===== src/source/vlsu_pkg.sv =====
/*
  Shared types for the vector load/store unit.
  Elements are fixed at 32 bits. vl is limited to 255 elements.
  Memory word and byte enable widths depend on NrLanes, so each module
  derives them itself.
*/

`default_nettype none

package vlsu_pkg;

  // One vector element
  typedef logic [31:0] elen_t;

  localparam int unsigned ElenBytes = $bits(elen_t) / 8;

  // Vector length in elements
  typedef logic [7:0] vl_t;

  // Address generator states
  typedef enum logic [1:0] {
    ag_idle,
    ag_beats,
    ag_except
  } addrgen_state_e;

endpackage

`default_nettype wire


===== src/source/vlsu_beat_if.sv =====
/*
  One beat request from the address generator to a load or store unit.
  addr, elem_en and last hold stable while valid is high and ready is low.
*/

`timescale 1ns/1ps
`default_nettype none

interface vlsu_beat_if #(
  parameter int unsigned NrLanes   = 2,
  parameter int unsigned AddrWidth = 32
) ();

  logic                 valid;
  logic [AddrWidth-1:0] addr;
  // One bit per lane, set for lanes below vl
  logic [NrLanes-1:0]   elem_en;
  logic                 last;
  logic                 ready;

  modport src (output valid, addr, elem_en, last, input ready);
  modport dst (input valid, addr, elem_en, last, output ready);

endinterface

`default_nettype wire


===== src/source/vlsu_mem_if.sv =====
/*
  Memory requests of one unit toward the port arbiter.
  A request holds stable until gnt. Read data returns in order with one
  rvalid per granted read, at any latency.
*/

`timescale 1ns/1ps
`default_nettype none

interface vlsu_mem_if #(
  parameter int unsigned NrLanes   = 2,
  parameter int unsigned AddrWidth = 32
) ();

  import vlsu_pkg::*;

  localparam int unsigned DataWidth = NrLanes * $bits(elen_t);
  localparam int unsigned BeWidth   = NrLanes * ElenBytes;

  logic                 req;
  logic                 we;
  logic [AddrWidth-1:0] addr;
  logic [DataWidth-1:0] wdata;
  logic [BeWidth-1:0]   be;
  logic                 gnt;
  logic                 rvalid;
  logic [DataWidth-1:0] rdata;

  modport master (output req, we, addr, wdata, be, input gnt, rvalid, rdata);
  modport slave  (input req, we, addr, wdata, be, output gnt, rvalid, rdata);

endinterface

`default_nettype wire


===== src/source/addrgen.sv =====
/*
  Address generator for unit-stride loads and stores.
  NrLanes must be a power of two so a beat is a power-of-two byte count.
  A base not aligned to a beat raises exception_o for one cycle and
  issues no beat. vl must be nonzero.
*/

`timescale 1ns/1ps
`default_nettype none

module addrgen #(
  parameter int unsigned NrLanes   = 2,
  parameter int unsigned AddrWidth = 32
) (
  input  logic                 clk_i,
  input  logic                 reset_i,
  input  logic                 pe_req_valid_i,
  input  logic                 pe_req_store_i,
  input  logic [AddrWidth-1:0] pe_req_base_i,
  input  vlsu_pkg::vl_t        pe_req_vl_i,
  input  logic                 busy_i,
  output logic                 pe_req_ready_o,
  output logic                 exception_o,
  vlsu_beat_if.src             ld_beat,
  vlsu_beat_if.src             st_beat
);

  import vlsu_pkg::*;

  localparam int unsigned BeatBytes = NrLanes * ElenBytes;
  localparam int unsigned BeatOffs  = $clog2(BeatBytes);

  addrgen_state_e       state_q;
  logic                 store_q;
  logic [AddrWidth-1:0] addr_q;
  vl_t                  left_q;
  logic [NrLanes-1:0]   elem_en;
  logic                 last;
  logic                 accept;
  logic                 misaligned;
  logic                 beat_ready;

  // Take a new instruction only once both units have drained
  assign pe_req_ready_o = (state_q == ag_idle) && !busy_i;
  assign accept         = pe_req_valid_i && pe_req_ready_o;
  assign misaligned     = |pe_req_base_i[BeatOffs-1:0];
  assign exception_o    = (state_q == ag_except);

  // Lanes holding elements below vl
  always_comb begin
    for (int unsigned i = 0; i < NrLanes; i++) begin
      elem_en[i] = (left_q > i);
    end
  end

  assign last = (left_q <= NrLanes);

  ////////////////////////////////////////
  // Beat outputs
  ////////////////////////////////////////

  assign ld_beat.valid   = (state_q == ag_beats) && !store_q;
  assign ld_beat.addr    = addr_q;
  assign ld_beat.elem_en = elem_en;
  assign ld_beat.last    = last;

  assign st_beat.valid   = (state_q == ag_beats) && store_q;
  assign st_beat.addr    = addr_q;
  assign st_beat.elem_en = elem_en;
  assign st_beat.last    = last;

  assign beat_ready = store_q ? st_beat.ready : ld_beat.ready;

  always_ff @(posedge clk_i) begin
    if (reset_i) begin
      state_q <= ag_idle;
    end else begin
      unique case (state_q)
        ag_idle: begin
          if (accept) begin
            state_q <= misaligned ? ag_except : ag_beats;
          end
        end
        ag_beats: begin
          if (beat_ready && last) begin
            state_q <= ag_idle;
          end
        end
        default: state_q <= ag_idle;
      endcase
    end
  end

  // Instruction latch, then advance one beat per transfer
  always_ff @(posedge clk_i) begin
    if (accept) begin
      store_q <= pe_req_store_i;
      addr_q  <= pe_req_base_i;
      left_q  <= pe_req_vl_i;
    end else if ((state_q == ag_beats) && beat_ready) begin
      addr_q <= addr_q + AddrWidth'(BeatBytes);
      left_q <= left_q - vl_t'(NrLanes);
    end
  end

  a_vl_nonzero: assert property (@(posedge clk_i) disable iff (reset_i)
    accept |-> (pe_req_vl_i != '0))
    else $error("addrgen: instruction accepted with vl of zero");

endmodule

`default_nettype wire


===== src/source/vldu.sv =====
/*
  Vector load unit.
  At most two beats are in flight, counted from read grant until every
  enabled lane has taken its element. Read data must return in order.
*/

`timescale 1ns/1ps
`default_nettype none

module vldu #(
  parameter int unsigned NrLanes   = 2,
  parameter int unsigned AddrWidth = 32
) (
  input  logic                          clk_i,
  input  logic                          reset_i,
  vlsu_beat_if.dst                      beat,
  vlsu_mem_if.master                    mem,
  output logic            [NrLanes-1:0] ldu_result_req_o,
  output vlsu_pkg::elen_t [NrLanes-1:0] ldu_result_wdata_o,
  input  logic            [NrLanes-1:0] ldu_result_gnt_i,
  output logic                          busy_o,
  output logic                          load_complete_o
);

  import vlsu_pkg::*;

  // Two beat slots, filled on read grant and freed when all lanes are done
  logic  [NrLanes-1:0]               en_q     [2];
  logic                              last_q   [2];
  logic                              dvalid_q [2];
  elen_t [NrLanes-1:0]               data_q   [2];
  logic                              wr_ptr_q;
  logic                              rd_ptr_q;
  logic                              dat_ptr_q;
  logic  [1:0]                       count_q;
  logic                              push;
  logic                              pop;
  logic  [NrLanes-1:0]               en_left;
  logic                              load_complete_q;

  ////////////////////////////////////////
  // Read issue
  ////////////////////////////////////////

  assign mem.req   = beat.valid && (count_q != 2'd2);
  assign mem.we    = 1'b0;
  assign mem.addr  = beat.addr;
  assign mem.wdata = '0;
  assign mem.be    = '1;

  assign push       = mem.req && mem.gnt;
  assign beat.ready = push;

  ////////////////////////////////////////
  // Lane results from the head slot
  ////////////////////////////////////////

  assign ldu_result_req_o   = dvalid_q[rd_ptr_q] ? en_q[rd_ptr_q] : '0;
  assign ldu_result_wdata_o = data_q[rd_ptr_q];

  // Lanes still waiting after this cycle's grants
  assign en_left = en_q[rd_ptr_q] & ~(ldu_result_gnt_i & ldu_result_req_o);
  assign pop     = dvalid_q[rd_ptr_q] && (en_left == '0);

  assign busy_o          = (count_q != 2'd0);
  assign load_complete_o = load_complete_q;

  always_ff @(posedge clk_i) begin
    if (reset_i) begin
      wr_ptr_q        <= 1'b0;
      rd_ptr_q        <= 1'b0;
      dat_ptr_q       <= 1'b0;
      count_q         <= 2'd0;
      dvalid_q        <= '{default: 1'b0};
      load_complete_q <= 1'b0;
    end else begin
      load_complete_q <= pop && last_q[rd_ptr_q];
      count_q         <= count_q + 2'(push) - 2'(pop);
      if (push) begin
        wr_ptr_q           <= ~wr_ptr_q;
        dvalid_q[wr_ptr_q] <= 1'b0;
      end
      if (pop) begin
        rd_ptr_q           <= ~rd_ptr_q;
        dvalid_q[rd_ptr_q] <= 1'b0;
      end
      // Data lands in the oldest slot still waiting for it
      if (mem.rvalid) begin
        dat_ptr_q           <= ~dat_ptr_q;
        dvalid_q[dat_ptr_q] <= 1'b1;
      end
    end
  end

  always_ff @(posedge clk_i) begin
    if (dvalid_q[rd_ptr_q]) begin
      en_q[rd_ptr_q] <= en_left;
    end
    if (push) begin
      en_q[wr_ptr_q]   <= beat.elem_en;
      last_q[wr_ptr_q] <= beat.last;
    end
    if (mem.rvalid) begin
      data_q[dat_ptr_q] <= mem.rdata;
    end
  end

  a_rvalid_slot: assert property (@(posedge clk_i) disable iff (reset_i)
    mem.rvalid |-> (count_q != 2'd0) && !dvalid_q[dat_ptr_q])
    else $error("vldu: read data with no slot waiting for it");

endmodule

`default_nettype wire


===== src/source/vstu.sv =====
/*
  Vector store unit.
  Lanes must hold operand valid and data until operand ready, so the
  write request stays stable until granted. One write per beat.
*/

`timescale 1ns/1ps
`default_nettype none

module vstu #(
  parameter int unsigned NrLanes   = 2,
  parameter int unsigned AddrWidth = 32
) (
  input  logic                          clk_i,
  input  logic                          reset_i,
  vlsu_beat_if.dst                      beat,
  vlsu_mem_if.master                    mem,
  input  vlsu_pkg::elen_t [NrLanes-1:0] stu_operand_i,
  input  logic            [NrLanes-1:0] stu_operand_valid_i,
  output logic            [NrLanes-1:0] stu_operand_ready_o,
  output logic                          busy_o,
  output logic                          store_pending_o,
  output logic                          store_complete_o
);

  import vlsu_pkg::*;

  logic                         operands_ok;
  logic [NrLanes*ElenBytes-1:0] be;
  logic                         store_complete_q;

  // Every enabled lane has its operand
  assign operands_ok = &(stu_operand_valid_i | ~beat.elem_en);

  always_comb begin
    for (int unsigned i = 0; i < NrLanes; i++) begin
      be[i*ElenBytes +: ElenBytes] = {ElenBytes{beat.elem_en[i]}};
    end
  end

  ////////////////////////////////////////
  // Write issue
  ////////////////////////////////////////

  assign mem.req   = beat.valid && operands_ok;
  assign mem.we    = 1'b1;
  assign mem.addr  = beat.addr;
  assign mem.wdata = stu_operand_i;
  assign mem.be    = be;

  // A granted write consumes the beat and the operands behind it
  assign beat.ready          = mem.gnt;
  assign stu_operand_ready_o = {NrLanes{mem.gnt}} & beat.elem_en;

  assign busy_o           = beat.valid;
  assign store_pending_o  = beat.valid;
  assign store_complete_o = store_complete_q;

  always_ff @(posedge clk_i) begin
    if (reset_i) begin
      store_complete_q <= 1'b0;
    end else begin
      store_complete_q <= mem.gnt && beat.last;
    end
  end

  // Waiting write stays a stable write
  a_write_hold: assert property (@(posedge clk_i) disable iff (reset_i)
    mem.req && !mem.gnt |=> mem.req && mem.we && $stable(mem.addr) && $stable(mem.be))
    else $error("vstu: write request changed before grant");

endmodule

`default_nettype wire


===== src/source/vlsu_mem_arb.sv =====
/*
  Round-robin merge of the load and store units onto one memory port.
  The winner stays selected until granted. Read responses must come
  back in order, and only the load side reads.
*/

`timescale 1ns/1ps
`default_nettype none

module vlsu_mem_arb #(
  parameter int unsigned NrLanes   = 2,
  parameter int unsigned AddrWidth = 32
) (
  input  logic                                   clk_i,
  input  logic                                   reset_i,
  vlsu_mem_if.slave                              ld,
  vlsu_mem_if.slave                              st,
  output logic                                   mem_req_o,
  output logic                                   mem_we_o,
  output logic [AddrWidth-1:0]                   mem_addr_o,
  output logic [NrLanes*vlsu_pkg::ElenBytes*8-1:0] mem_wdata_o,
  output logic [NrLanes*vlsu_pkg::ElenBytes-1:0] mem_be_o,
  input  logic                                   mem_gnt_i,
  input  logic                                   mem_rvalid_i,
  input  logic [NrLanes*vlsu_pkg::ElenBytes*8-1:0] mem_rdata_i
);

  logic       sel;
  logic       sel_q;
  logic       locked_q;
  logic       last_st_q;
  logic [2:0] rd_out_q;
  logic       rd_gnt;

  // High selects the store unit
  always_comb begin
    if (locked_q) begin
      sel = sel_q;
    end else if (ld.req && st.req) begin
      sel = !last_st_q;
    end else begin
      sel = st.req;
    end
  end

  assign mem_req_o   = sel ? st.req   : ld.req;
  assign mem_we_o    = sel ? st.we    : ld.we;
  assign mem_addr_o  = sel ? st.addr  : ld.addr;
  assign mem_wdata_o = sel ? st.wdata : ld.wdata;
  assign mem_be_o    = sel ? st.be    : ld.be;

  assign ld.gnt = mem_gnt_i && !sel;
  assign st.gnt = mem_gnt_i && sel;

  // Responses go to the load side only
  assign ld.rvalid = mem_rvalid_i && (rd_out_q != 3'd0);
  assign ld.rdata  = mem_rdata_i;
  assign st.rvalid = 1'b0;
  assign st.rdata  = '0;

  assign rd_gnt = mem_req_o && mem_gnt_i && !mem_we_o;

  always_ff @(posedge clk_i) begin
    if (reset_i) begin
      locked_q  <= 1'b0;
      last_st_q <= 1'b0;
      rd_out_q  <= 3'd0;
    end else begin
      locked_q <= mem_req_o && !mem_gnt_i;
      rd_out_q <= rd_out_q + 3'(rd_gnt) - 3'(ld.rvalid);
      if (mem_req_o && mem_gnt_i) begin
        last_st_q <= sel;
      end
    end
  end

  always_ff @(posedge clk_i) begin
    sel_q <= sel;
  end

  ////////////////////////////////////////
  // Port checks
  ////////////////////////////////////////

  a_rvalid_owed: assert property (@(posedge clk_i) disable iff (reset_i)
    mem_rvalid_i |-> (rd_out_q != 3'd0))
    else $error("vlsu_mem_arb: read response with no read outstanding");

  a_req_stable: assert property (@(posedge clk_i) disable iff (reset_i)
    mem_req_o && !mem_gnt_i |=> mem_req_o && $stable(mem_we_o) && $stable(mem_addr_o)
      && $stable(mem_wdata_o) && $stable(mem_be_o))
    else $error("vlsu_mem_arb: memory request changed before grant");

endmodule

`default_nettype wire


===== src/source/vlsu.sv =====
/*
  Vector load/store unit top level.
  Unit-stride loads and stores only, one instruction at a time.
  Memory port is request/grant with in-order read responses.
*/

`timescale 1ns/1ps
`default_nettype none

module vlsu #(
  parameter int unsigned NrLanes   = 2,
  parameter int unsigned AddrWidth = 32
) (
  input  logic                                     clk_i,
  input  logic                                     reset_i,
  // Sequencer
  input  logic                                     pe_req_valid_i,
  input  logic                                     pe_req_store_i,
  input  logic            [AddrWidth-1:0]          pe_req_base_i,
  input  vlsu_pkg::vl_t                            pe_req_vl_i,
  output logic                                     pe_req_ready_o,
  // Lane operands for stores
  input  vlsu_pkg::elen_t [NrLanes-1:0]            stu_operand_i,
  input  logic            [NrLanes-1:0]            stu_operand_valid_i,
  output logic            [NrLanes-1:0]            stu_operand_ready_o,
  // Lane results for loads
  output logic            [NrLanes-1:0]            ldu_result_req_o,
  output vlsu_pkg::elen_t [NrLanes-1:0]            ldu_result_wdata_o,
  input  logic            [NrLanes-1:0]            ldu_result_gnt_i,
  // Memory port
  output logic                                     mem_req_o,
  output logic                                     mem_we_o,
  output logic            [AddrWidth-1:0]          mem_addr_o,
  output logic [NrLanes*vlsu_pkg::ElenBytes*8-1:0] mem_wdata_o,
  output logic [NrLanes*vlsu_pkg::ElenBytes-1:0]   mem_be_o,
  input  logic                                     mem_gnt_i,
  input  logic                                     mem_rvalid_i,
  input  logic [NrLanes*vlsu_pkg::ElenBytes*8-1:0] mem_rdata_i,
  // Dispatcher
  output logic                                     load_complete_o,
  output logic                                     store_complete_o,
  output logic                                     store_pending_o,
  output logic                                     addrgen_exception_o
);

  logic ldu_busy;
  logic stu_busy;

  vlsu_beat_if #(.NrLanes(NrLanes), .AddrWidth(AddrWidth)) ld_beat ();
  vlsu_beat_if #(.NrLanes(NrLanes), .AddrWidth(AddrWidth)) st_beat ();
  vlsu_mem_if  #(.NrLanes(NrLanes), .AddrWidth(AddrWidth)) ld_mem ();
  vlsu_mem_if  #(.NrLanes(NrLanes), .AddrWidth(AddrWidth)) st_mem ();

  addrgen #(.NrLanes(NrLanes), .AddrWidth(AddrWidth)) i_addrgen (
    .clk_i          (clk_i),
    .reset_i        (reset_i),
    .pe_req_valid_i (pe_req_valid_i),
    .pe_req_store_i (pe_req_store_i),
    .pe_req_base_i  (pe_req_base_i),
    .pe_req_vl_i    (pe_req_vl_i),
    .busy_i         (ldu_busy | stu_busy),
    .pe_req_ready_o (pe_req_ready_o),
    .exception_o    (addrgen_exception_o),
    .ld_beat        (ld_beat),
    .st_beat        (st_beat)
  );

  vldu #(.NrLanes(NrLanes), .AddrWidth(AddrWidth)) i_vldu (
    .clk_i              (clk_i),
    .reset_i            (reset_i),
    .beat               (ld_beat),
    .mem                (ld_mem),
    .ldu_result_req_o   (ldu_result_req_o),
    .ldu_result_wdata_o (ldu_result_wdata_o),
    .ldu_result_gnt_i   (ldu_result_gnt_i),
    .busy_o             (ldu_busy),
    .load_complete_o    (load_complete_o)
  );

  vstu #(.NrLanes(NrLanes), .AddrWidth(AddrWidth)) i_vstu (
    .clk_i               (clk_i),
    .reset_i             (reset_i),
    .beat                (st_beat),
    .mem                 (st_mem),
    .stu_operand_i       (stu_operand_i),
    .stu_operand_valid_i (stu_operand_valid_i),
    .stu_operand_ready_o (stu_operand_ready_o),
    .busy_o              (stu_busy),
    .store_pending_o     (store_pending_o),
    .store_complete_o    (store_complete_o)
  );

  vlsu_mem_arb #(.NrLanes(NrLanes), .AddrWidth(AddrWidth)) i_mem_arb (
    .clk_i        (clk_i),
    .reset_i      (reset_i),
    .ld           (ld_mem),
    .st           (st_mem),
    .mem_req_o    (mem_req_o),
    .mem_we_o     (mem_we_o),
    .mem_addr_o   (mem_addr_o),
    .mem_wdata_o  (mem_wdata_o),
    .mem_be_o     (mem_be_o),
    .mem_gnt_i    (mem_gnt_i),
    .mem_rvalid_i (mem_rvalid_i),
    .mem_rdata_i  (mem_rdata_i)
  );

  if (NrLanes == 0) begin : g_lane_check
    $error("vlsu: at least one lane is required");
  end

endmodule

`default_nettype wire


===== config.mk =====
export PLATFORM = sky130hd
export DESIGN_NAME = vlsu
export DESIGN_NICKNAME = d
export VERILOG_FILES = /design/src/source/vlsu_pkg.sv /design/src/source/vlsu_beat_if.sv /design/src/source/vlsu_mem_if.sv /design/src/source/addrgen.sv /design/src/source/vldu.sv /design/src/source/vstu.sv /design/src/source/vlsu_mem_arb.sv /design/src/source/vlsu.sv
export SDC_FILE = /design/constraint.sdc
export NUM_CORES = 1
export LEC_CHECK = 0
export BUFFER_PORTS_ARGS = -buffer_cell sky130_fd_sc_hd__clkbuf_2
export CORE_MARGIN = 5
export CORE_UTILIZATION = 35
export DETAILED_ROUTE_END_ITERATION = 7
export HOLD_SLACK_MARGIN = 0.1
export PLACE_DENSITY = 0.62
export SETUP_SLACK_MARGIN = 0.2
export SLEW_MARGIN = 0
export SYNTH_ARGS = -nofsm -noshare
export SYNTH_HDL_FRONTEND = slang
export SYNTH_SLANG_ARGS = --single-unit

===== constraint.sdc =====
create_clock -name clk_i -period 11.04 [get_ports clk_i]
set_input_delay 0.552 -clock clk_i [delete_from_list [all_inputs] [get_ports clk_i]]
set_output_delay 0.552 -clock clk_i [all_outputs]
set_load 0.05 [all_outputs]

# --- Word-level counts from Yosys, hierarchy flattened ---
# Memory sizes are Yosys's and may differ from the RTL's. A register that Yosys moved wholly into a read port is not among the register bits.
# Cells that the tools add are included.
totals:
  ramBits: 134
  memories: 3
  register_bits: 58
  wordCells: 135
  inputBits: 178
  output_inout_bits: 179
classes:
  bitwise: 18
  order_cmp: 9
  addsub: 6
  n_mux: 42
  n_eq_ne: 5
  reduce_logical: 36
mem_list:
  columns: ["name", "words", "word_bits", "read_ports", "rd_clocked_by_memory_dff", "write_ports", "line", "source"]
  rows:
  - ["i_vldu.data_q", 2, 64, 1, 1, 1, "vldu.sv:31", "elen_t [NrLanes-1:0] data_q [2];"]
  - ["i_vldu.en_q", 2, 2, 1, 1, 2, "vldu.sv:28", "logic [NrLanes-1:0] en_q [2];"]
  - ["i_vldu.last_q", 2, 1, 1, 1, 1, "vldu.sv:29", "logic last_q [2];"]
ops:
  columns: ["operator", "count"]
  rows:
  - ["2-to-1 mux 32 bit", 2]
  - ["2-to-1 mux 64 bit", 1]
  - ["adder 32 x 4 -> 32 bit (second input constant)", 1]
  - ["2-to-1 mux 8 bit", 3]
  - ["2-to-1 mux 1 bit", 23]
  - ["logical AND 1 bit", 22]
  - ["2-to-1 mux 2 bit", 9]
  - ["> comparator 8 x 1 -> 1 bit (second input constant)", 2]
  - ["AND 2 bit", 5]
  - ["less-or-equal comparator 8 x 2 -> 1 bit (second input constant)", 1]
  - ["NOT 2 bit", 4]
  - ["subtractor 8 x 2 -> 8 bit (second input constant)", 1]
  - ["greater-or-equal comparator 2 bit (second input constant)", 3]
  - ["zero test 1 bit", 6]
  - ["< comparator 2 x 1 -> 1 bit (second input constant)", 3]
  - ["NOT 1 -> 2 bit", 3]
  - ["zero test 2 bit", 2]
  - ["!= test 2 bit (second input constant)", 2]
  - ["OR 2 bit", 2]
  - ["case mux 2 bit (2 select lines)", 1]
  - ["AND reduction 2 bit", 2]
  - ["nonzero test 2 bit", 2]
  - ["adder 3 x 1 -> 3 bit", 1]
  - ["demux 1 bit (select 1 bit)", 3]
  - ["10 further kinds", 12]

# --- Longest topological paths before layout ---
# Gate-level depths: netlist of run 1.
depth:
  ltp_word: 18
  ltp_mapped: 9
  mapped_depth_nobuf: 9

# --- By module ---
# A second synthesis of run 1 with hierarchy kept.
hier_totals:
  hier_cells: 1044
  area_unflattened_um2: 12238.0
by_module_without_submodules:
  columns: ["mod", "area_per_inst_um2", "seq_area_each_um2", "cells_per_inst", "instances"]
  rows:
  - ["vldu", 6099.6, 4204.0, 374, 1]
  - ["addrgen", 2702.6, 1271.2, 272, 1]
  - ["vlsu_mem_arb", 2555.0, 120.1, 280, 1]
  - ["vstu", 874.6, 20.0, 117, 1]
  - ["vlsu", 6.3, 0.0, 1, 1]

# --- Worst setup path before layout of run 1 ---
# Ideal clock, no wire load.
synth_timing:
  path_kind: "input port to flip-flop"
  from: "input port mem_rvalid_i"
  to: "memory i_vldu.data_q[1][0] in the netlist's numbering, enable pin"
  path_buffers: 0
  setup_slack_ns: 7.198
  setup_time_ns: 0.488
  required_ns: 10.552
  arrival_ns: 3.354
  cell_stages: 2
  cell_sequence: "o31ai_1 nor2_1"
synth_via:
  elab_chain_len: 3
synth_rtl:
  columns: ["element", "line", "source"]
  rows:
  - ["start, declared", "vlsu.sv:37", "input logic mem_rvalid_i,"]
  - ["logical AND 1 bit", "vlsu_mem_arb.sv:56", "assign ld.rvalid = mem_rvalid_i && (rd_out_q != 3'd0);"]
  - ["2-to-1 mux 1 bit", "vldu.sv:103", "if (mem.rvalid) begin"]
  - ["2-to-1 mux 1 bit (not written as such)", "vldu.sv:104", "data_q[dat_ptr_q] <= mem.rdata;"]
  - ["end, declared", "vldu.sv:31", null]
# Every way passes these cells.

# --- Final worst setup path of run 1 ---
layout_timing:
  from: "register i_addrgen.left_q[3]"
  to: "output port mem_wdata_o[48] in the netlist's numbering"
layout_via:
  elab_chain_len: 9
  word_cells_on_any_way: 10
  classes_between: "order compare (2); mux (3); bitwise (2); reduce/logical (3)"
layout_rtl:
  columns: ["element", "line", "source"]
  rows:
  - ["start, declared", "addrgen.sv:36", "vl_t left_q;"]
  - ["start signal, assigned", "addrgen.sv:99", "left_q <= pe_req_vl_i;"]
  - ["start signal, assigned", "addrgen.sv:102", "left_q <= left_q - vl_t'(NrLanes);"]
  - ["> comparator 8 x 1 -> 1 bit", "addrgen.sv:52", "elem_en[i] = (left_q > i);"]
  - ["NOT 2 bit *", "vstu.sv:33", "assign operands_ok = &(stu_operand_valid_i | ~beat.elem_en);"]
  - ["OR 2 bit *", "vstu.sv:33", null]
  - ["AND reduction 2 bit *", "vstu.sv:33", null]
  - ["logical AND 1 bit *", "vstu.sv:45", "assign mem.req = beat.valid && operands_ok;"]
  - ["logical AND 1 bit", "vlsu_mem_arb.sv:39", "end else if (ld.req && st.req) begin"]
  - ["2-to-1 mux 1 bit *", "vlsu_mem_arb.sv:39", null]
  - ["2-to-1 mux 1 bit *", "vlsu_mem_arb.sv:37", "if (locked_q) begin"]
  - ["2-to-1 mux 64 bit *", "vlsu_mem_arb.sv:49", "assign mem_wdata_o = sel ? st.wdata : ld.wdata;"]
  - ["end, declared", "vlsu.sv:34", "output logic [NrLanes*vlsu_pkg::ElenBytes*8-1:0] mem_wdata_o,"]
# Mark *: on every way between the ends. The rest lies on a longest branch, timed or not.

==> results of run 1 <==
-- cells by family (layout without fill, tap and decap cells) --
logic type,Yosys count,in the layout,share of synthesized area
multiplexers,72,72,0.0918
XOR/XNOR,24,24,0.0239
AND/OR/NAND/NOR,230,230,0.156
flip-flops,192,192,0.636
other,0,1,0
adder cells (fa/ha/maj),6,6,0.00939
buffers and inverters,64,417,0.0322
AO/OA/AOI/OAI,68,68,0.0507
-- power by group through the flow --
| stage | clock (mW) | combinational [mW] | sequential [mW] |
|---|---|---|---|
| 2_1_floorplan | 0 | 0.823 | 1.31 |
| 3_3_place_gp | 0 | 1.24 | 1.20 |
| 3_5_place_dp | 0 | 1.25 | 1.21 |
| 4_1_cts | 0.685 | 1.26 | 1.19 |
| 5_1_grt | 0.714 | 1.33 | 1.21 |
| 6_report | 0.665 | 1.24 | 1.19 |
-- worst max-delay path, stage by stage, from the launching register on --
cell and delay [ns]:
sky130_fd_sc_hd__edfxtp_1 0.45, sky130_fd_sc_hd__or4_1 0.60, sky130_fd_sc_hd__o21ai_1 0.35, sky130_fd_sc_hd__a21oi_4 0.09
sky130_fd_sc_hd__buf_4 0.32, sky130_fd_sc_hd__nor3b_1 0.51, sky130_fd_sc_hd__clkbuf_2 0.37
-- worst max-delay path by stage --
| stage | startpoint | endpoint |
|---|---|---|
| after floorplan | mem_rvalid_i | i_vldu.data_q[1][0] |
| after global placement | i_addrgen.left_q[3] | mem_wdata_o[48] |
| after detailed placement | i_addrgen.left_q[3] | mem_wdata_o[48] |
| after CTS | i_addrgen.left_q[3] | mem_wdata_o[48] |
| after global routing | i_addrgen.left_q[3] | mem_wdata_o[48] |
| final | i_addrgen.left_q[3] | mem_wdata_o[48] |
-- state kept, by name, summed over array words and instances (netlist names), named ones only --
register	count
i_addrgen.store_q	1
i_vldu.load_complete_o	1
i_mem_arb.rd_out_q	3
i_vldu.last_q	2
i_vstu.store_complete_o	1
i_vldu.data_q	128
i_addrgen.left_q	8
i_addrgen.state_q	2
i_addrgen.ld_beat.addr	32
i_vldu.count_q	2
i_vldu.dvalid_q	2
i_mem_arb.sel_q	1
i_vldu.wr_ptr_q	1
i_vldu.en_q	4
i_mem_arb.locked_q	1
i_vldu.dat_ptr_q	1
i_vldu.rd_ptr_q	1
-- placed cells by master (no fill, tap or decap), types with 3 or more instances in the layout --
master and instances:
sky130_fd_sc_hd__clkbuf_2 356, sky130_fd_sc_hd__mux2_2 69, sky130_fd_sc_hd__or4_1 16, sky130_fd_sc_hd__mux2i_1 3, sky130_fd_sc_hd__o21ai_0 19, sky130_fd_sc_hd__or2_2 4, sky130_fd_sc_hd__a21oi_1 8, sky130_fd_sc_hd__ha_1 5
sky130_fd_sc_hd__and4_1 4, sky130_fd_sc_hd__nor3_1 9, sky130_fd_sc_hd__nand3_1 16, sky130_fd_sc_hd__nor2_1 25, sky130_fd_sc_hd__nor2b_1 6, sky130_fd_sc_hd__clkbuf_16 17, sky130_fd_sc_hd__buf_4 5, sky130_fd_sc_hd__edfxtp_1 175
sky130_fd_sc_hd__nand2_1 51, sky130_fd_sc_hd__o31ai_1 7, sky130_fd_sc_hd__dfxtp_1 16, sky130_fd_sc_hd__nor3b_1 66, sky130_fd_sc_hd__clkinv_8 4, sky130_fd_sc_hd__nor4_1 5, sky130_fd_sc_hd__a31oi_1 10, sky130_fd_sc_hd__nand4_1 9
sky130_fd_sc_hd__inv_8 3, sky130_fd_sc_hd__and3_1 4, sky130_fd_sc_hd__inv_12 3, sky130_fd_sc_hd__o211ai_1 7, sky130_fd_sc_hd__xor2_1 10, sky130_fd_sc_hd__inv_6 3, sky130_fd_sc_hd__xnor2_1 14, sky130_fd_sc_hd__inv_1 22
-- cell type report --
class,count,share of cell area
Antenna cell,1,0.000217
Inverter,24,0.00782
Clock inverter,15,0.0194
Multi-Input combinational cell,400,0.256
Tap cell,330,0.0358
Timing Repair Buffer,361,0.158
Sequential cell,192,0.486
Clock buffer,17,0.0369
-- through the flow --
step | util | hold slack, ns
floorplan | - | 0.436
global placement | 0.435 | 0.444
detailed placement | 0.435 | 0.454
CTS | 0.461 | 0.294
global route | 0.461 | 0.292
finish | 0.461 | 0.318
-- layer usage --
layer / vias to the layer above / wire length [um]
met3: 12 / 2060
met2: 284 / 11700
li1: 3161 / -
met1: 3163 / 10200
met5: - / 0
met4: 0 / 286
==> results.rst, run 1 <==
.. list-table::
   :header-rows: 1

   * - Metric
     - Value
   * - Placement Setup Slack
     - 7.68 ns
   * - Setup Viol. Count Final
     - 0
   * - Slew at the pin with the worst max-slew slack
     - 1.02 ns
   * - Post-detailed-route DRC marker count
     - 0
   * - Top-Level Pins
     - 357
   * - Crit path required time
     - 10.49 ns
   * - Number of maximum-capacitance constraint violations
     - 0
   * - Layout cells sized above 1
     - 0.475
   * - Cell types with the largest area share after synthesis
     - sky130_fd_sc_hd__edfxtp_1 (60%), sky130_fd_sc_hd__mux2_2 (8.8%), sky130_fd_sc_hd__nor3b_1 (5.6%)
   * - Class of the most critical setup path
     - register to output pin
   * - Clk slew on worst S/H paths
     - around 0.08 ns
   * - Net count of the mapped netlist
     - 840
   * - Core area
     - 0.0250 mm2
   * - Switching portion of total power
     - 0.447
   * - Initial DRT Pass Iterations
     - 4
   * - Sequential group share of total power
     - 0.384
   * - Critical hold path startpoint
     - mem_rdata_i[9]
   * - Maximum achievable frequency
     - around 270 MHz
   * - Biggest area consumer among synthesized cells
     - sky130_fd_sc_hd__edfxtp_1
   * - Count of state elements after synthesis
     - about 190
   * - Aggregate routed wire length
     - 24.3 mm
   * - Netlist cell types
     - 53
   * - GR Util met3
     - 0.0490
   * - Setup repair after global routing missed its margin
     - false
   * - Clock Path Buffers
     - 2
   * - Critical-path maximum fanout
     - 69
   * - Part of the Yosys area used for sequential elements
     - 0.636
   * - Slack of the worst reg-to-reg path
     - 7.84 ns
   * - Cells on worst reg2reg path
     - 4
   * - Final Skew
     - 0.0126 ns
   * - Net load switching power
     - 1.39 mW
   * - Cell types with the highest counts after synthesis
     - sky130_fd_sc_hd__edfxtp_1 (175), sky130_fd_sc_hd__mux2_2 (69), sky130_fd_sc_hd__nor3b_1 (66), sky130_fd_sc_hd__nand2_1 (51), sky130_fd_sc_hd__nor2_1 (26)
   * - Global-route wire length before repair
     - roughly 37 mm
   * - Final min period
     - 3.69 ns
   * - Summed instance area of the synthesized netlist
     - 0.00879 mm2
   * - NumNets Final
     - 1180
   * - Type of element launching the critical path
     - register
   * - Number of synthesized flops with an enable pin
     - 175
   * - Max VDD drop
     - 0.181 mV
   * - Post-route standard cell area excluding fillers
     - around 0.012 mm2
   * - Launch instance of the worst register-to-register path
     - i_addrgen.state_q[0]
   * - Worst setup EP type
     - output pin
   * - Cell-internal power
     - 1.71 mW
   * - Leading register cell type out of synthesis
     - sky130_fd_sc_hd__edfxtp_1
   * - Power Total
     - 3.10 mW
   * - Number of max-slew violations in the final report
     - 0
   * - Worst r2r dst
     - i_addrgen.ld_beat.addr[24]
   * - Total grt overflow
     - 0
   * - Hold Crit Endpoint
     - i_vldu.data_q[0][9]
   * - Seq. cell area
     - 0.00560 mm2
   * - Count of cells along the worst hold path
     - 1
   * - Initial cell density of the core
     - 0.352
   * - Met2 Track Usage GR
     - 0.276
   * - Number of standard-cell rows in the floorplan
     - 58
   * - Gate Count Post-Synth
     - 656
   * - Summed negative setup slack over all endpoints
     - 0 ns
   * - Level count of the clock H-tree
     - 4
   * - Share of the synthesized area in the top cell type
     - 0.598
   * - Gate power share
     - 0.401
   * - Share of the cycle needed by the critical path after routing
     - 0.334
   * - Area of the die
     - 0.0284 mm2
   * - DRT iter0 DRCs
     - 369
   * - Die span in y
     - 169 um
   * - Aggregate global-route resource usage
     - 0.165
   * - Root Buffer Master
     - sky130_fd_sc_hd__clkbuf_16
   * - Hold crit path type
     - primary input to register
   * - Share of async-settable or async-resettable flops after synthesis
     - 0
   * - Sinks on Clock Net
     - around 190
   * - Layout overhead on the synthesized area
     - 31.0%
   * - Clock Power Share
     - 0.215
   * - Synthesis Warnings
     - 0
   * - Clock buffers created by TritonCTS
     - 17
   * - Synth Area per Inst
     - 13.4 um2
   * - Post-route non-filler standard cell count
     - 1340
   * - Most Used Layer, Global Route
     - met2
   * - Via total after detailed routing
     - 6620
   * - Port buffer count
     - between 300 and 400
   * - GR Util met1
     - 0.212
   * - GP Congestion
     - 0.838
   * - Buffers inserted by post-CTS timing repair
     - 0
   * - Power density normalized to cell area
     - around 270 mW/mm2
   * - Post_cts resized
     - 0
   * - Routed Antenna Nets
     - 0
   * - Final Worst Setup Slack
     - 7.35 ns
   * - Antenna violations before repair
     - 0
   * - Pin count of the biggest net entering global routing
     - a little over 70
   * - Leading cell type by number of instances after synthesis
     - sky130_fd_sc_hd__edfxtp_1
   * - Overall die width
     - 169 um
   * - Leakage
     - 4.55 nW
   * - Placed Cells
     - 1307
   * - CP arrival
     - around 3.1 ns
   * - Count of final hold-check violations
     - 0
   * - Hold bufs inserted after CTS
     - 0
   * - Worst-skew pair later-pin latency
     - 0.42 ns
   * - Result of the run
     - complete, no violations
   * - Routed length per placed instance
     - 18.1 um
   * - Area of combinational cells with multiple inputs
     - 0.00295 mm2
   * - Number of global-route vias before repair
     - 6789
   * - Hpwl dp
     - ~18 mm
   * - Filler cells
     - 2372
   * - Clock tree from TritonCTS
     - built
   * - Via density per instance
     - 4.94
   * - Instance area at placement
     - 0.0109 mm2
   * - Slew HR
     - 0.318
(Power assumes the default switching activity.)
==> run 2: changes to the inputs <==
--- a/config.mk
+++ b/config.mk
@@ -10,7 +10,7 @@
 export CORE_UTILIZATION = 35
 export DETAILED_ROUTE_END_ITERATION = 7
 export HOLD_SLACK_MARGIN = 0.1
-export PLACE_DENSITY = 0.62
+export PLACE_DENSITY = 0.64
 export SETUP_SLACK_MARGIN = 0.2
 export SLEW_MARGIN = 0
 export SYNTH_ARGS = -nofsm -noshare
==> constraint.sdc (replaced) <==
create_clock -name clk_i -period 3.1 [get_ports clk_i]
set_input_delay 0.155 -clock clk_i [delete_from_list [all_inputs] [get_ports clk_i]]
set_output_delay 0.155 -clock clk_i [all_outputs]
set_load 0.05 [all_outputs]
==> results.rst, run 2 (synthesized netlist as in run 1, its figures left out) <==
.. list-table::
   :header-rows: 1

   * - Metric
     - Value
   * - Result of the run
     - complete, no violations
   * - NumNets Final
     - 1302 (+10%)
   * - GP Congestion
     - 0.849 (+1.3%)
   * - Initial cell density of the core
     - 0.352 (unchanged)
   * - Clock buffers created by TritonCTS
     - 17 (unchanged)
   * - Slew HR
     - 0.438 (+0.120)
   * - Placement Setup Slack
     - 0.556 ns (-7.12 ns)
   * - Number of standard-cell rows in the floorplan
     - 58 (unchanged)
   * - Final Worst Setup Slack
     - 0.302 ns (-7.05 ns)
   * - Buffers & Inverters on Critical Path
     - 2 (unchanged)
   * - Aggregate routed wire length
     - 25.5 mm (+5.0%)
   * - Total grt overflow
     - 0 (unchanged)
   * - Filler cells
     - 2165 (-8.7%)
   * - Cells on worst reg2reg path
     - 9 (+5)
   * - Hold crit path type
     - primary input to register
   * - Crit path required time
     - 2.94 ns (-7.55 ns)
   * - Count of cells along the worst hold path
     - 2 (+1)
   * - Critical hold path startpoint
     - pe_req_valid_i
   * - Register name with the most flops
     - i_vldu.data_q
   * - Worst setup EP type
     - output pin
   * - Largest register FFs
     - 128 (unchanged)
   * - Global-route wire length before repair
     - 39.0 mm (+4.5%)
   * - Kind of cell adding the most delay to the critical path
     - simple AND/OR/NAND/NOR gates
   * - Cell chain of the critical path
     - or4_1, o21ai_4, a21oi_4, buf_12, nor3b_1, clkbuf_2
   * - Port buffer count
     - 356 (unchanged)
   * - Launch instance of the worst register-to-register path
     - i_mem_arb.rd_out_q[1]
   * - Layout overhead on the synthesized area
     - 45.2%
   * - Count of final hold-check violations
     - 0 (unchanged)
   * - Worst r2r dst
     - i_mem_arb.rd_out_q[2]
   * - Maximum achievable frequency
     - 357 MHz
   * - Final Skew
     - 0.0146 ns (+0.00196 ns)
   * - Number of max-slew violations in the final report
     - 0 (unchanged)
   * - Setup repair after global routing missed its margin
     - false
   * - Worst-skew pair later-pin latency
     - 0.43 ns (about the same)
   * - Die span in y
     - 169 um (unchanged)
   * - Level count of the clock H-tree
     - 4 (unchanged)
   * - Setup Viol. Count Final
     - 0 (unchanged)
   * - Hpwl dp
     - 18.4 mm (+3.6%)
   * - Critical-path maximum fanout
     - 49 (-29%)
   * - Class of the most critical setup path
     - register to output pin
   * - Top-Level Pins
     - 357 (unchanged)
   * - Initial DRT Pass Iterations
     - 4 (unchanged)
   * - Most frequent cells in the layout
     - sky130_fd_sc_hd__clkbuf_2 (321), sky130_fd_sc_hd__edfxtp_1 (175), sky130_fd_sc_hd__dlygate4sd3_1 (108), sky130_fd_sc_hd__mux2_2 (69), sky130_fd_sc_hd__nor3b_1 (65)
   * - Overall die width
     - 169 um (unchanged)
   * - Number of global-route vias before repair
     - 7199 (+6.0%)
   * - Type of element launching the critical path
     - register
   * - Slew at the pin with the worst max-slew slack
     - 0.842 ns (-0.180 ns)
   * - Area of the die
     - 0.0284 mm2 (unchanged)
   * - Pin count of the biggest net entering global routing
     - 59 (-17%)
   * - Delay of the slowest cell on the worst path
     - 0.63 ns (+0.03 ns)
   * - Share of the cycle needed by the critical path after routing
     - 0.903
   * - Leakage
     - 5.10 nW (+12%)
   * - Aggregate global-route resource usage
     - 0.172 (+0.00727)
   * - Clock Path Buffers
     - 2 (unchanged)
   * - Routed Antenna Nets
     - 0 (unchanged)
   * - Sinks on Clock Net
     - 192 (unchanged)
   * - Clock tree from TritonCTS
     - built
   * - Via density per instance
     - 4.88 (-1.1%)
   * - Most common library cell in the layout ignoring fill and taps
     - sky130_fd_sc_hd__clkbuf_2
   * - Layout cells sized above 1
     - 0.440 (-0.0344)
   * - Max VDD drop
     - 0.528 mV (+190%)
   * - Root Buffer Master
     - sky130_fd_sc_hd__clkbuf_16
   * - DRT iter0 DRCs
     - 429 (+16%)
   * - Core area
     - 0.0250 mm2 (unchanged)
   * - Power density normalized to cell area
     - 872 mW/mm2 (+220%)
   * - Routed length per placed instance
     - 17.4 um (-3.7%)
   * - Number of maximum-capacitance constraint violations
     - 0 (unchanged)
   * - Area of combinational cells with multiple inputs
     - 0.00300 mm2 (+1.7%)
   * - CP arrival
     - 2.64 ns (-0.49 ns)
   * - Post-detailed-route DRC marker count
     - 0 (unchanged)
   * - Final min period
     - around 2.8 ns
   * - Via total after detailed routing
     - 7140 (+7.9%)
   * - Seq. cell area
     - 0.00560 mm2 (unchanged)
   * - Summed negative setup slack over all endpoints
     - 0 ns (unchanged)
   * - Clk slew on worst S/H paths
     - 0.08 ns (about the same)
   * - Slack of the worst reg-to-reg path
     - 0.66 ns (-7.18 ns)
   * - Slowest stage cell on the critical path
     - sky130_fd_sc_hd__or4_1
   * - Hold Crit Endpoint
     - i_addrgen.ld_beat.addr[2]
   * - Antenna violations before repair
     - 1 (+1)
-- run 2: per-stage QoR --
step / utilization / instance area (um2) / hold slack [ns] / power [mW] / instances
final: 0.511 / 12800 / 0.125 / 11.1 / 1462
after global routing: 0.511 / 12800 / 0.134 / 11.7 / 1462
after CTS: 0.508 / 12700 / 0.102 / 11.2 / 1458
after detailed placement: 0.440 / 11000 / 0.348 / 8.85 / 1318
after global placement: 0.440 / 11000 / 0.337 / 8.79 / 1318
after floorplan: - / 8810 / 0.254 / 7.60 / 656
-- run 2: worst max-delay path by stage --
stage	from	endpoint	cells after the start
after detailed placement	i_addrgen.left_q[6]	mem_wdata_o[16]	6
after floorplan	i_addrgen.left_q[6]	mem_wdata_o[56]	6
after CTS	i_addrgen.left_q[6]	mem_wdata_o[16]	6
after global routing	i_addrgen.left_q[3]	mem_wdata_o[16]	6
final	i_addrgen.left_q[3]	mem_wdata_o[32]	6
after global placement	i_addrgen.left_q[6]	mem_wdata_o[32]	6
-- run 2: what timing repair did --
item	in CTS	in global routing
setup buffers	0	2
setup endpoints to repair	53	53
gates resized for setup	2	53
hold buffers	108	0
endpoints found under the hold margin	172	0
pin swaps	0	2
cloned	0	1
-- run 2: power by group --
group / switching (mW) / leakage (nW) / total, mW / internal [mW]
Combinational: 3.41 / 3.05 / 4.78 / 1.37
Sequential: 0.454 / 1.76 / 4.13 / 3.68
Clock: 1.11 / 0.294 / 2.22 / 1.11
-- run 2: final cells by class --
class / instances / area share
sequential: 192 / 0.439
timing repair buffer: 482 / 0.239
inverter: 24 / 0.00706
multi-input combinational: 401 / 0.235
clock buffer: 17 / 0.0333
clock inverter: 15 / 0.0146
antenna: 1 / 0.000196
tap: 330 / 0.0323
-- run 2: per-layer routing --
| metal | up-vias | GRT usage | part of all wire |
|---|---|---|---|
| met5 | - | 0 | 0 |
| met4 | 0 | 0.0452 | 0.016 |
| met3 | 26 | 0.0451 | 0.071 |
| met2 | 303 | 0.294 | 0.49 |
| met1 | 3401 | 0.218 | 0.42 |
| li1 | 3410 | - | - |
==> run 3: changes to the inputs <==
==> constraint.sdc (replaced) <==
create_clock -name clk_i -period 2.4 [get_ports clk_i]
set_input_delay 0.12 -clock clk_i [delete_from_list [all_inputs] [get_ports clk_i]]
set_output_delay 0.12 -clock clk_i [all_outputs]
set_load 0.05 [all_outputs]
==> results.rst, run 3 (synthesized netlist as in run 1, its figures left out) <==
.. list-table::
   :header-rows: 1

   * - Metric
     - Value
   * - Aggregate global-route resource usage
     - 0.184 (+0.0114)
   * - Critical-path maximum fanout
     - 16 (-67%)
   * - Met2 wire length
     - 13.6 mm (+8.0%)
   * - Delay of the slowest cell on the worst path
     - 0.59 ns (-0.04 ns)
   * - Number of maximum-capacitance constraint violations
     - 0 (unchanged)
   * - Clk slew on worst S/H paths
     - 0.08 ns (about the same)
   * - Initial DRT Pass Iterations
     - 4 (unchanged)
   * - Number of global-route vias before repair
     - 7749 (+7.6%)
   * - DRT iter0 DRCs
     - 327 (-24%)
   * - Leakage
     - 5.68 nW (+11%)
   * - Largest register FFs
     - 128 (unchanged)
   * - Placed Cells
     - 1322 (+0.30%)
   * - Hold crit path type
     - primary input to register
   * - Slowest stage cell on the critical path
     - sky130_fd_sc_hd__or4_4
   * - Via total after detailed routing
     - 7262 (+1.7%)
   * - Instance area at placement
     - 0.0117 mm2 (+6.5%)
   * - Critical hold path startpoint
     - reset_i
   * - Port buffer count
     - 356 (unchanged)
   * - Sinks on Clock Net
     - 192 (unchanged)
   * - Failing checks
     - setup timing
   * - Total met3 wirelength after detailed routing
     - 1.98 mm (+9.5%)
   * - Top sig layer
     - met4
   * - CP arrival
     - 2.43 ns (-0.21 ns)
   * - Setup repair after global routing missed its margin
     - true
   * - Clock buffers created by TritonCTS
     - 17 (unchanged)
   * - Pin count of the biggest net entering global routing
     - 65 (+10%)
   * - Most common library cell in the layout ignoring fill and taps
     - sky130_fd_sc_hd__clkbuf_2
   * - Setup Viol. Count Final
     - 75 (+75)
   * - Worst setup path startpoint
     - i_addrgen.left_q[6]
   * - Class of the most critical setup path
     - register to output pin
   * - Power Total
     - 14.9 mW (+34%)
   * - Aggregate routed wire length
     - 26.9 mm (+5.5%)
   * - Number of max-slew violations in the final report
     - 0 (unchanged)
   * - Area of combinational cells with multiple inputs
     - 0.00353 mm2 (+18%)
   * - Result of the run
     - finished, violations left
   * - Clock tree from TritonCTS
     - built
   * - Routed length per placed instance
     - 18.2 um (+4.2%)
   * - Post-Route Hold Slack
     - 0.134 ns (+0.00894 ns)
   * - Power density normalized to cell area
     - 1040 mW/mm2 (+19%)
   * - Crit path required time
     - 2.28 ns (-0.66 ns)
   * - Post-route non-filler standard cell count
     - 1480 (+1.2%)
   * - Die span in y
     - 169 um (unchanged)
   * - Core area
     - 0.0250 mm2 (unchanged)
   * - Final Worst Setup Slack
     - -0.152 ns (-0.453 ns)
   * - Worst-skew pair later-pin latency
     - 0.43 ns (about the same)
   * - Number of standard-cell rows in the floorplan
     - 58 (unchanged)
   * - Slew HR
     - 0.400 (-0.0377)
   * - Share of the cycle needed by the critical path after routing
     - 1.06
   * - Total grt overflow
     - 0 (unchanged)
   * - Type of element launching the critical path
     - register
   * - Via density per instance
     - 4.91 (+0.47%)
   * - Area of the die
     - 0.0284 mm2 (unchanged)
   * - Routed Antenna Nets
     - 0 (unchanged)
   * - GP Congestion
     - 0.849 (about the same)
   * - Clock Path Buffers
     - 2 (unchanged)
   * - Post-detailed-route DRC marker count
     - 0 (unchanged)
   * - Layout overhead on the synthesized area
     - 62.9%
   * - Final Skew
     - 0.0134 ns (-0.00117 ns)
   * - Global-route wire length before repair
     - 41.9 mm (+7.4%)
   * - Final min period
     - about 2.6 ns
   * - Post-route standard cell area excluding fillers
     - 0.0143 mm2 (+12%)
   * - Count of final hold-check violations
     - 0 (unchanged)
   * - Hpwl dp
     - 18.1 mm (-1.6%)
   * - Root Buffer Master
     - sky130_fd_sc_hd__clkbuf_16
   * - Antenna violations before repair
     - 1 (unchanged)
   * - Launch instance of the worst register-to-register path
     - i_mem_arb.rd_out_q[2]
   * - Overall die width
     - 169 um (unchanged)
   * - Level count of the clock H-tree
     - 4 (unchanged)
   * - Max VDD drop
     - 0.835 mV (+58%)
   * - Slew at the pin with the worst max-slew slack
     - 0.900 ns (+0.0586 ns)
   * - Cell chain of the critical path
     - or4_4, o21ai_4, a21oi_4, clkbuf_16, nor3b_2, clkbuf_8
   * - Worst setup EP type
     - output pin
   * - Seq. cell area
     - 0.00561 mm2 (+0.13%)
   * - Maximum achievable frequency
     - 392 MHz
   * - Top-Level Pins
     - 357 (unchanged)
   * - Filler cells
     - 2023 (-6.6%)
   * - Layout cells sized above 1
     - 0.516 (+0.0758)
   * - Initial cell density of the core
     - 0.352 (unchanged)
   * - NumNets Final
     - 1320 (+1.4%)
   * - Detailed-routing wirelength on met1
     - 10.7 mm (+0.15%)
   * - Register name with the most flops
     - i_vldu.data_q
   * - Most frequent cells in the layout
     - sky130_fd_sc_hd__clkbuf_2 (280), sky130_fd_sc_hd__edfxtp_1 (175), sky130_fd_sc_hd__dlygate4sd3_1 (111), sky130_fd_sc_hd__mux2_2 (69), sky130_fd_sc_hd__nand2_1 (51)
   * - Placement Setup Slack
     - 0.236 ns (-0.320 ns)
==> run 3: cell count changes in the layout (fill, tap and decap cells not counted), moves of 22 or more <==
| cell | change |
|---|---|
| sky130_fd_sc_hd__nor3b_1 | -63 |
| sky130_fd_sc_hd__buf_2 | -23 |
| sky130_fd_sc_hd__clkbuf_8 | +43 |
| sky130_fd_sc_hd__buf_8 | +22 |
| sky130_fd_sc_hd__clkbuf_2 | -41 |
| sky130_fd_sc_hd__nor3b_2 | +40 |
| sky130_fd_sc_hd__nor3b_4 | +23 |
==> run 3: routing by layer <==
layer,GRT usage,up-vias
li1,-,3449
met1,0.227,3483
met2,0.311,296
met3,0.0516,34
met4,0.0596,0
met5,0,-
==> run 3: worst paths after layout <==
kind                            cells after the start                    end  slack [ns]
worst max-delay path                                6        mem_wdata_o[52]       -0.15
worst min-delay path                                2   i_addrgen.state_q[0]        0.13
worst max register to register                      9  i_mem_arb.rd_out_q[2]        0.26
worst min register to register                      2       i_vldu.dat_ptr_q        0.47
==> run 3: where the power goes <==
group	internal (mW)	leakage (nW)	switching [mW]
logic	2.04	3.61	4.56
registers	4.76	1.76	0.532
clock network	1.55	0.309	1.46
total	8.34	5.68	6.55
==> run 3: worst max-delay path, delay by kind of cell (launching register included) <==
family	cells	cell delay (ns)
buffers and inverters	2	0.45
flip-flops	1	0.41
AND/OR/NAND/NOR	2	0.78
AO/OA/AOI/OAI	2	0.35
==> run 3: cell type report <==
class                   count  share of cell area
multi-input cells         400               0.246
clock inverters            15              0.0148
clock buffers              17              0.0297
inverters                  24             0.00664
diodes                      1            0.000175
repair buffers            501               0.282
flip-flops and latches    192               0.391
well taps                 330              0.0288
==> run 3: metrics by stage <==
| step | TNS [ns] | utilization |
|---|---|---|
| floorplan | 0 | - |
| global placement | 0 | 0.469 |
| detailed placement | 0 | 0.469 |
| CTS | -8.13 | 0.565 |
| global route | -17.49 | 0.574 |
| finish | -8.39 | 0.574 |
==> run 3: timing repair <==
action	in CTS	in global routing
gates cloned	0	2
pin swaps	3	8
resized for setup	142	40
endpoints found under the setup margin	76	99
endpoints found under the hold margin	174	0
hold buffers	111	0
buffers inserted	4	8
